<file path="config.mk">
export PLATFORM = sky130hd
export DESIGN_NAME = dataPath
export DESIGN_NICKNAME = d
export VERILOG_FILES = /design/src/rtl/datapathPkg.sv /design/src/rtl/aluUnit.sv /design/src/rtl/busMux.sv /design/src/rtl/dataPath.sv /design/src/rtl/mdrUnit.sv /design/src/rtl/registerFile.sv /design/src/rtl/specialRegs.sv
export SDC_FILE = /design/constraint.sdc
export NUM_CORES = 2
export LEC_CHECK = 0
export BUFFER_PORTS_ARGS = -buffer_cell sky130_fd_sc_hd__clkbuf_2
export CORE_ASPECT_RATIO = 2
export CORE_MARGIN = 3
export CORE_UTILIZATION = 45
export CTS_BUF_LIST = sky130_fd_sc_hd__clkbuf_4
export DETAILED_ROUTE_END_ITERATION = 8
export MAX_ROUTING_LAYER = met4
export SYNTH_ARGS = -nofsm -noshare
export SYNTH_HDL_FRONTEND = slang
export SYNTH_SLANG_ARGS = --single-unit
</file>
<file path="constraint.sdc">
create_clock -name Clock -period 4 [get_ports Clock]
set_input_delay 0.8 -clock Clock [delete_from_list [all_inputs] [get_ports Clock]]
set_output_delay 0.8 -clock Clock [all_outputs]
set_load 0.01 [all_outputs]
</file>
<file path="src/rtl/datapathPkg.sv">
// Datapath shared definitions
`default_nettype none

package datapathPkg;

    // register file index width, matches sixteen registers
    localparam int regIndexWidth = 4;
    localparam int opWidth = 5;          // width of opSelect

    // ALU operation codes
    localparam logic [opWidth-1:0] opAdd  = 5'd0;
    localparam logic [opWidth-1:0] opSub  = 5'd1;
    localparam logic [opWidth-1:0] opAnd  = 5'd2;
    localparam logic [opWidth-1:0] opOr   = 5'd3;
    localparam logic [opWidth-1:0] opShl  = 5'd4;
    localparam logic [opWidth-1:0] opShr  = 5'd5;   // logical
    localparam logic [opWidth-1:0] opRotl = 5'd6;
    localparam logic [opWidth-1:0] opRotr = 5'd7;
    localparam logic [opWidth-1:0] opNeg  = 5'd8;
    localparam logic [opWidth-1:0] opNot  = 5'd9;

    // serial ops, 32 iterations each
    localparam logic [opWidth-1:0] opMul  = 5'd10;
    localparam logic [opWidth-1:0] opDiv  = 5'd11;

    // divide result, remainder lands in HI and quotient in LO
    typedef struct packed {
        logic [31:0] remainder;     // upper word
        logic [31:0] quotient;      // lower word
    } divPairT;

    // the Z word, one 64-bit register read two ways
    typedef union packed {
        logic [63:0] product;
        divPairT     divPair;
    } zWord;

endpackage

`default_nettype wire

</file>
<file path="src/rtl/aluUnit.sv">
// Multi-cycle ALU
`default_nettype none

module aluUnit import datapathPkg::*; (
    input  logic               Clock,
    input  logic               rstN,
    input  logic [opWidth-1:0] opSelect,
    input  logic [31:0]        operandA,
    input  logic [31:0]        operandB,
    input  logic               start,
    output logic               finished,
    output zWord               aluResult
);

    localparam logic [1:0] stIdle = 2'd0;
    localparam logic [1:0] stBusy = 2'd1;
    localparam logic [1:0] stDone = 2'd2;

    logic [1:0]         state;
    logic [opWidth-1:0] opReg;
    logic [5:0]         stepCount;
    logic [31:0]        aReg;
    logic [31:0]        bReg;
    logic [31:0]        accHi;      // product high word or partial remainder
    logic [31:0]        accLo;      // multiplier bits or quotient bits
    logic [32:0]        mulNext;
    logic [32:0]        divShift;
    logic [32:0]        divTrial;
    logic               serialOp;
    zWord               resultReg;

    function automatic logic [31:0] simpleResult(input logic [opWidth-1:0] op,
                                                 input logic [31:0] a,
                                                 input logic [31:0] b);
        logic [63:0] rotl;
        logic [63:0] rotr;
        begin
            rotl = {a, a} << b[4:0];
            rotr = {a, a} >> b[4:0];
            case (op)
                opAdd:   simpleResult = a + b;
                opSub:   simpleResult = a - b;
                opAnd:   simpleResult = a & b;
                opOr:    simpleResult = a | b;
                opShl:   simpleResult = a << b[4:0];
                opShr:   simpleResult = a >> b[4:0];
                opRotl:  simpleResult = rotl[63:32];
                opRotr:  simpleResult = rotr[31:0];
                opNeg:   simpleResult = -b;     // unary ops take the bus operand
                opNot:   simpleResult = ~b;
                default: simpleResult = '0;
            endcase
        end
    endfunction

    assign serialOp = (opReg == opMul) || (opReg == opDiv);

    // shift-and-add step, unsigned
    assign mulNext = accLo[0] ? ({1'b0, accHi} + {1'b0, aReg}) : {1'b0, accHi};

    // restoring divide step; a zero divisor never borrows,
    // so the quotient fills with ones and the dividend ends up as remainder
    assign divShift = {accHi, accLo[31]};
    assign divTrial = divShift - {1'b0, bReg};

    always_ff @(posedge Clock) begin
        if (!rstN) begin
            state     <= stIdle;
            finished  <= 1'b0;
            opReg     <= '0;
            stepCount <= '0;
        end else begin
            case (state)
                stIdle: if (start) begin
                    opReg     <= opSelect;
                    stepCount <= '0;
                    state     <= stBusy;
                end
                stBusy: if (!serialOp || stepCount == 6'd32) begin
                    state    <= stDone;
                    finished <= 1'b1;
                end else begin
                    stepCount <= stepCount + 6'd1;
                end
                stDone: if (!start) begin   // finished drops once start is released
                    state    <= stIdle;
                    finished <= 1'b0;
                end
                default: state <= stIdle;
            endcase
        end
    end

    always_ff @(posedge Clock) begin
        if (state == stIdle && start) begin
            aReg  <= operandA;
            bReg  <= operandB;
            accHi <= '0;
            accLo <= (opSelect == opDiv) ? operandA : operandB;
        end else if (state == stBusy) begin
            if (!serialOp) begin
                resultReg.product <= {32'd0, simpleResult(opReg, aReg, bReg)};
            end else if (stepCount == 6'd32) begin
                if (opReg == opMul) begin
                    resultReg.product <= {accHi, accLo};
                end else begin
                    resultReg.divPair.remainder <= accHi;
                    resultReg.divPair.quotient  <= accLo;
                end
            end else if (opReg == opMul) begin
                accHi <= mulNext[32:1];
                accLo <= {mulNext[0], accLo[31:1]};
            end else if (divTrial[32]) begin
                accHi <= divShift[31:0];            // restore
                accLo <= {accLo[30:0], 1'b0};
            end else begin
                accHi <= divTrial[31:0];
                accLo <= {accLo[30:0], 1'b1};
            end
        end
    end

    assign aluResult = resultReg;

    // four-phase handshake, a new start only after finished has dropped
    startAfterRelease: assert property (
        @(posedge Clock) disable iff (!rstN)
        $rose(start) |-> !finished
    ) else $error("aluUnit: start raised while finished still high");

    opStableWhileBusy: assert property (
        @(posedge Clock) disable iff (!rstN)
        (state == stBusy) |-> $stable(opSelect)
    ) else $error("aluUnit: opSelect changed during an operation");

endmodule

`default_nettype wire

</file>
<file path="src/rtl/busMux.sv">
// Internal bus source mux
`default_nettype none

module busMux #(
    parameter int dataWidth = 32
) (
    input  logic [dataWidth-1:0]   rfData,
    input  logic [dataWidth-1:0]   pcData,
    input  logic [dataWidth-1:0]   irData,
    input  logic [dataWidth-1:0]   yData,
    input  logic [2*dataWidth-1:0] zData,
    input  logic [dataWidth-1:0]   marData,
    input  logic [dataWidth-1:0]   hiData,
    input  logic [dataWidth-1:0]   loData,
    input  logic [dataWidth-1:0]   mdrData,
    input  logic                   rfOut,
    input  logic                   pcOut,
    input  logic                   irOut,
    input  logic                   yOut,
    input  logic                   zLoOut,
    input  logic                   zHiOut,
    input  logic                   marOut,
    input  logic                   hiOut,
    input  logic                   loOut,
    input  logic                   mdrOut,
    output logic [dataWidth-1:0]   bus
);

    logic [9:0] selVec;

    assign selVec = {rfOut, pcOut, irOut, yOut, zLoOut, zHiOut, marOut, hiOut, loOut, mdrOut};

    // and-or mux, reads zero with nothing selected
    assign bus = ({dataWidth{rfOut}}  & rfData)
               | ({dataWidth{pcOut}}  & pcData)
               | ({dataWidth{irOut}}  & irData)
               | ({dataWidth{yOut}}   & yData)
               | ({dataWidth{zLoOut}} & zData[dataWidth-1:0])
               | ({dataWidth{zHiOut}} & zData[2*dataWidth-1:dataWidth])
               | ({dataWidth{marOut}} & marData)
               | ({dataWidth{hiOut}}  & hiData)
               | ({dataWidth{loOut}}  & loData)
               | ({dataWidth{mdrOut}} & mdrData);

    // the controller must never open two sources at once
    singleDriver: assert property (@(selVec) $onehot0(selVec))
        else $error("busMux: more than one source drives the bus");

endmodule

`default_nettype wire

</file>
<file path="src/rtl/dataPath.sv">
// Single-bus datapath top
`default_nettype none

module dataPath import datapathPkg::*; #(
    parameter int dataWidth = 32,
    parameter int regCount = 16
) (
    input  logic                     Clock,
    input  logic                     rstN,
    // bus sources
    input  logic                     rfOut,
    input  logic                     pcOut,
    input  logic                     irOut,
    input  logic                     yOut,
    input  logic                     zLoOut,
    input  logic                     zHiOut,
    input  logic                     marOut,
    input  logic                     hiOut,
    input  logic                     loOut,
    input  logic                     mdrOut,
    // register loads
    input  logic                     rfIn,
    input  logic                     pcIn,
    input  logic                     incPc,
    input  logic                     irIn,
    input  logic                     yIn,
    input  logic                     zIn,
    input  logic                     marIn,
    input  logic                     hiIn,
    input  logic                     loIn,
    input  logic                     mdrIn,
    input  logic [regIndexWidth-1:0] rfSelect,
    input  logic [opWidth-1:0]       opSelect,
    input  logic                     start,
    input  logic                     read,
    input  logic [dataWidth-1:0]     memDataIn,
    output logic                     finished,
    output logic [dataWidth-1:0]     busValue   // the internal bus itself
);

    logic [dataWidth-1:0] rfData;
    logic [dataWidth-1:0] pcData;
    logic [dataWidth-1:0] irData;
    logic [dataWidth-1:0] yData;
    logic [dataWidth-1:0] marData;
    logic [dataWidth-1:0] hiData;
    logic [dataWidth-1:0] loData;
    logic [dataWidth-1:0] mdrData;
    zWord                 zData;
    zWord                 aluResult;

    busMux #(.dataWidth(dataWidth)) busMux0 (
        .rfData(rfData), .pcData(pcData), .irData(irData), .yData(yData),
        .zData(zData), .marData(marData), .hiData(hiData), .loData(loData),
        .mdrData(mdrData),
        .rfOut(rfOut), .pcOut(pcOut), .irOut(irOut), .yOut(yOut),
        .zLoOut(zLoOut), .zHiOut(zHiOut), .marOut(marOut), .hiOut(hiOut),
        .loOut(loOut), .mdrOut(mdrOut),
        .bus(busValue)
    );

    registerFile #(.dataWidth(dataWidth), .regCount(regCount)) registerFile0 (
        .Clock(Clock), .rstN(rstN), .rfIn(rfIn), .rfSelect(rfSelect),
        .bus(busValue), .rfData(rfData)
    );

    mdrUnit #(.dataWidth(dataWidth)) mdrUnit0 (
        .Clock(Clock), .rstN(rstN), .read(read), .mdrIn(mdrIn),
        .memDataIn(memDataIn), .bus(busValue), .mdrData(mdrData)
    );

    // Y is the A operand, the bus is B
    aluUnit aluUnit0 (
        .Clock(Clock), .rstN(rstN), .opSelect(opSelect),
        .operandA(yData), .operandB(busValue),
        .start(start), .finished(finished), .aluResult(aluResult)
    );

    specialRegs #(.dataWidth(dataWidth)) specialRegs0 (
        .Clock(Clock), .rstN(rstN), .bus(busValue), .aluResult(aluResult),
        .pcIn(pcIn), .incPc(incPc), .irIn(irIn), .yIn(yIn), .zIn(zIn),
        .finished(finished), .marIn(marIn), .hiIn(hiIn), .loIn(loIn),
        .pcData(pcData), .irData(irData), .yData(yData), .zData(zData),
        .marData(marData), .hiData(hiData), .loData(loData)
    );

endmodule

`default_nettype wire

</file>
<file path="src/rtl/mdrUnit.sv">
// Memory data register
`default_nettype none

module mdrUnit #(
    parameter int dataWidth = 32
) (
    input  logic                 Clock,
    input  logic                 rstN,
    input  logic                 read,
    input  logic                 mdrIn,
    input  logic [dataWidth-1:0] memDataIn,
    input  logic [dataWidth-1:0] bus,
    output logic [dataWidth-1:0] mdrData
);

    logic [dataWidth-1:0] mdrNext;

    // memory read wins, otherwise the MDR is written from the bus
    assign mdrNext = read ? memDataIn : bus;

    always_ff @(posedge Clock) begin
        if (!rstN) begin
            mdrData <= '0;
        end else if (mdrIn) begin
            mdrData <= mdrNext;
        end
    end

endmodule

`default_nettype wire

</file>
<file path="src/rtl/registerFile.sv">
// General register file
`default_nettype none

module registerFile import datapathPkg::*; #(
    parameter int dataWidth = 32,
    parameter int regCount = 16
) (
    input  logic                     Clock,
    input  logic                     rstN,
    input  logic                     rfIn,
    input  logic [regIndexWidth-1:0] rfSelect,
    input  logic [dataWidth-1:0]     bus,
    output logic [dataWidth-1:0]     rfData
);

    logic [dataWidth-1:0] regs [regCount];

    always_ff @(posedge Clock) begin
        if (!rstN) begin
            for (int i = 0; i < regCount; i++) begin
                regs[i] <= '0;
            end
        end else if (rfIn) begin
            regs[rfSelect] <= bus;      // write from the bus
        end
    end

    // asynchronous read port onto the bus mux
    assign rfData = regs[rfSelect];

    // a write must address an existing register
    selectInRange: assert property (
        @(posedge Clock) disable iff (!rstN)
        rfIn |-> (!$isunknown(rfSelect) && int'(rfSelect) < regCount)
    ) else $error("registerFile: write to register %0d outside the file", rfSelect);

endmodule

`default_nettype wire

</file>
<file path="src/rtl/specialRegs.sv">
// Dedicated datapath registers
`default_nettype none

module specialRegs import datapathPkg::*; #(
    parameter int dataWidth = 32
) (
    input  logic                 Clock,
    input  logic                 rstN,
    input  logic [dataWidth-1:0] bus,
    input  zWord                 aluResult,
    input  logic                 pcIn,
    input  logic                 incPc,
    input  logic                 irIn,
    input  logic                 yIn,
    input  logic                 zIn,
    input  logic                 finished,
    input  logic                 marIn,
    input  logic                 hiIn,
    input  logic                 loIn,
    output logic [dataWidth-1:0] pcData,
    output logic [dataWidth-1:0] irData,
    output logic [dataWidth-1:0] yData,
    output zWord                 zData,
    output logic [dataWidth-1:0] marData,
    output logic [dataWidth-1:0] hiData,
    output logic [dataWidth-1:0] loData
);

    logic finishedQ;    // finished one edge back, for rise detection
    logic zInQ;         // zIn as seen on the edge where finished rose
    logic zLoad;

    // aluResult holds steady while finished is high, so Z takes it
    // the edge after the rise, gated by zIn from the rising edge itself
    assign zLoad = finished && !finishedQ && zInQ;

    always_ff @(posedge Clock) begin
        if (!rstN) begin
            finishedQ <= 1'b0;
            zInQ      <= 1'b0;
            pcData    <= '0;
            irData    <= '0;
            yData     <= '0;
            zData     <= '0;
            marData   <= '0;
            hiData    <= '0;
            loData    <= '0;
        end else begin
            finishedQ <= finished;
            zInQ      <= zIn;
            if (pcIn) begin
                pcData <= bus;
            end else if (incPc) begin
                pcData <= pcData + dataWidth'(1);   // load beats increment
            end
            if (irIn)  irData  <= bus;
            if (yIn)   yData   <= bus;
            if (marIn) marData <= bus;
            if (hiIn)  hiData  <= bus;
            if (loIn)  loData  <= bus;
            if (zLoad) zData   <= aluResult;
        end
    end

endmodule

`default_nettype wire

</file>
==> metrics <==
outcome=finished with violations; failing checks=max-capacitance violations; DRC=0; die area=130100 um2; Crit path max-delay family=compound AO/OA/AOI/OAI gates; Fill cells=11610; GR Util All Layers=between 30% and 40%; most used cell, CP=a21o_1; H-tree depth=4; slew margin rel.=less than 1%; Die Width=approximately 260 um; clk slew on worst S/H paths=80 ps; DRT iter0 DRCs=4752; total iterations of the first detailed-routing run=7; Max Fclk=251.5 MHz; async set-reset flop share out of synthesis=0%; Worst Hold Path EP=aluUnit0.bReg[27]$_DFFE_PP_; max-slew violations=0; hold path cells=3; slowest cell on the critical path=mux2i_1; GPL Wtd Cong=1.098; mean post-synth cell area=10.48 um2; top_reg_cell synth=edfxtp_1; nets=5935; Tmin final=slightly below 4000 ps; CP Buf/Inv Count=1; Final setup viols=0; Post-Synthesis Cells=5390; min-delay src=rfOut; Area Overhead vs Synth=13.46%; CP Max Fanout=7; reg-to-reg endpoint=aluUnit0.accHi[18]$_SDFFE_PP0P_; Synth Warn #=0; reg2reg setup slack=20 ps; post-synthesis register bit count=a little over 1000; row count=between 150 and 200; critical path endpoint category=flip-flop; dpl hpwl=177300 um; Critical Path RT=between 4000 and 5000 ps; Post-Syn Area=56510 um2; Sink Count=1008; Synth Net Count=5630; DR vias/cell=between 6 and 7; Setup Crit Path Kind=flip-flop to flip-flop; Port-buffer cells=97; fin crit share=99.40%; CP Launch Type=flip-flop; number of enable flip-flop cells after synthesis=672; Routed WL per cell=32.22 um; worst skew pair latency=1230 ps; register area share after synthesis=47.61%; CTS tree=done; GR Overflow Total=0; Setup WS post-layout=around 24 ps; CTS max path bufs=3; CTS Root Cell=clkbuf_4; most common cell after layout, fill and taps aside=nor2_1; first-pass GRT wire length=roughly 350000 um; vias in the first global route=47640; core area=124600 um2; Clock Skew=147.3 ps; number of placed I/O pins=98; R2R Path Start=aluUnit0.bReg[0]$_DFFE_PP_; Total Wirelength=244300 um; Post-DRT Antenna Nets=0; die height=507.1 um; Critical Path AT=4960 ps; LEAKAGE=approximately 27 nW; setup TNS=0 ps; dpl ws=between 30 and 40 ps; Largest Register=registerFile0.regs; Pwr per Cell Area=about 440 nW/um2; Starting Density=45.37%; commonest cells after routing, fill and taps aside=nor2_1 (841), edfxtp_1 (672), nand2_1 (621); cells along the critical path=buf_4 -> ha_1 -> fa_1 -> nand2b_1 -> a21o_1 -> a21o_1 -> a21oi_4 -> o211a_4 -> o41ai_4 -> nor2_4 -> mux2i_1 -> o221ai_1; Largest register FFs=512; peak supply drop=0.0002818 V; slew at the pin closest to its max-slew limit=1493 ps; CP peak stage delay=570 ps; R2R cell count=12; share of cells above drive strength 1=20.23%; initial antenna violation count=36; # Max-Cap Violations=1; total CTS buffers=226; largest net degree at the start of global routing=177; Hold Crit Class=input pin to flip-flop; DR vias=47290; final hold viol count=0; Distinct cells, synth=99
==> cell families after synthesis <==
family	share of synthesized area (%)
buffers and inverters	4.377
XOR/XNOR	2.092
AND/OR/NAND/NOR	13.80
flip-flops	47.61
adder cells (fa/ha/maj)	3.928
multiplexers	10.74
AO/OA/AOI/OAI	17.45
==> power breakdown <==
group | internal (mW) | switching, mW
registers | 11.8 | 0.478
logic | 2.49 | 4.66
clock network | 4.21 | 4.41
total | 18.5 | 9.55
==> repair_timing <==
action | in CTS | in global routing
buffers inserted | 0 | 3
resized for setup | 4 | 19
hold buffers | 24 | 0
endpoints found under the hold margin | 31 | 0
gates cloned | 0 | 0
endpoints found under the setup margin | 3 | 19
==> cells in the mapped netlist (all sizes together) (42+ instances only) <==
| master | number | area, um2 |
|---|---|---|
| and2 | 51 | 321.6 |
| nand3 | 92 | 460.4 |
| a22o | 52 | 455.4 |
| a21o | 65 | 488.0 |
| nor3 | 53 | 270.3 |
| o211a | 203 | 2047 |
| a21boi | 74 | 555.5 |
| xnor2 | 88 | 770.7 |
| clkbuf | 270 | 1013 |
| a31oi | 91 | 569.3 |
| o21ai | 190 | 950.9 |
| ha | 171 | 2140 |
| buf | 167 | 979.7 |
| dfxtp | 336 | 6726 |
| nor2 | 846 | 3183 |
| inv | 126 | 473.0 |
| a211oi | 42 | 320.3 |
| a221oi | 47 | 411.6 |
| edfxtp | 672 | 20180 |
| a21oi | 265 | 1694 |
| mux4 | 209 | 4707 |
| nand2 | 639 | 2406 |
| nor2b | 50 | 312.8 |
| xor2 | 47 | 411.6 |
| mux2i | 116 | 1161 |
==> tightest hold or removal path: cells and delay by family <==
kind                   cells  cell delay (ps)
AO/OA/AOI/OAI              1               90
buffers and inverters      2              300
==> metrics by stage <==
stage	cells	power, mW	util (%)	area (um2)	hold slack (ps)
after global placement	7104	19.33	48.69	60640	460.0
after floorplan	5390	16.38	-	56510	443.1
after global routing	7578	29.08	51.46	64100	39.48
after detailed placement	7104	19.36	48.69	60640	466.9
after CTS	7539	27.97	51.32	63930	2.402
final	7582	28.07	51.47	64110	104.6
==> layer usage <==
layer	vias to the layer above	routed length (um)	global-route usage, %
met3	920	16300	9.222
li1	20710	-	-
met2	2264	123700	65.37
met5	-	0	-
met1	23400	77760	36.52
met4	0	26530	33.59
==> cell type report <==
class                   count  area, um2  area share (%)
well taps                1665       2083           3.249
multi-input cells        3817      27300           42.58
repair buffers            514       4199           6.550
clock buffers             329       2470           3.852
diodes                     39      97.59          0.1522
flip-flops and latches   1008      26910           41.97
clock inverters            82      573.1          0.8938
inverters                 128      481.7          0.7514
==> how the worst max path moves through the flow <==
stage,cells past startpoint,endpoint,startpoint
after global routing,5,busValue[4],registerFile0.regs[6][4]$_SDFFCE_PN0P_
after floorplan,8,aluUnit0.stepCount[5]$_SDFFE_PN0P_,start
after detailed placement,15,aluUnit0.aluResult[20]$_DFFE_PP_,aluUnit0.opReg[2]$_SDFFE_PN0P_
after global placement,15,aluUnit0.aluResult[20]$_DFFE_PP_,aluUnit0.opReg[1]$_SDFFE_PN0P_
final,12,aluUnit0.accHi[18]$_SDFFE_PP0P_,aluUnit0.bReg[0]$_DFFE_PP_
after CTS,5,busValue[20],registerFile0.regs[15][20]$_SDFFCE_PN0P_
Power figures use the tool's default switching activity.
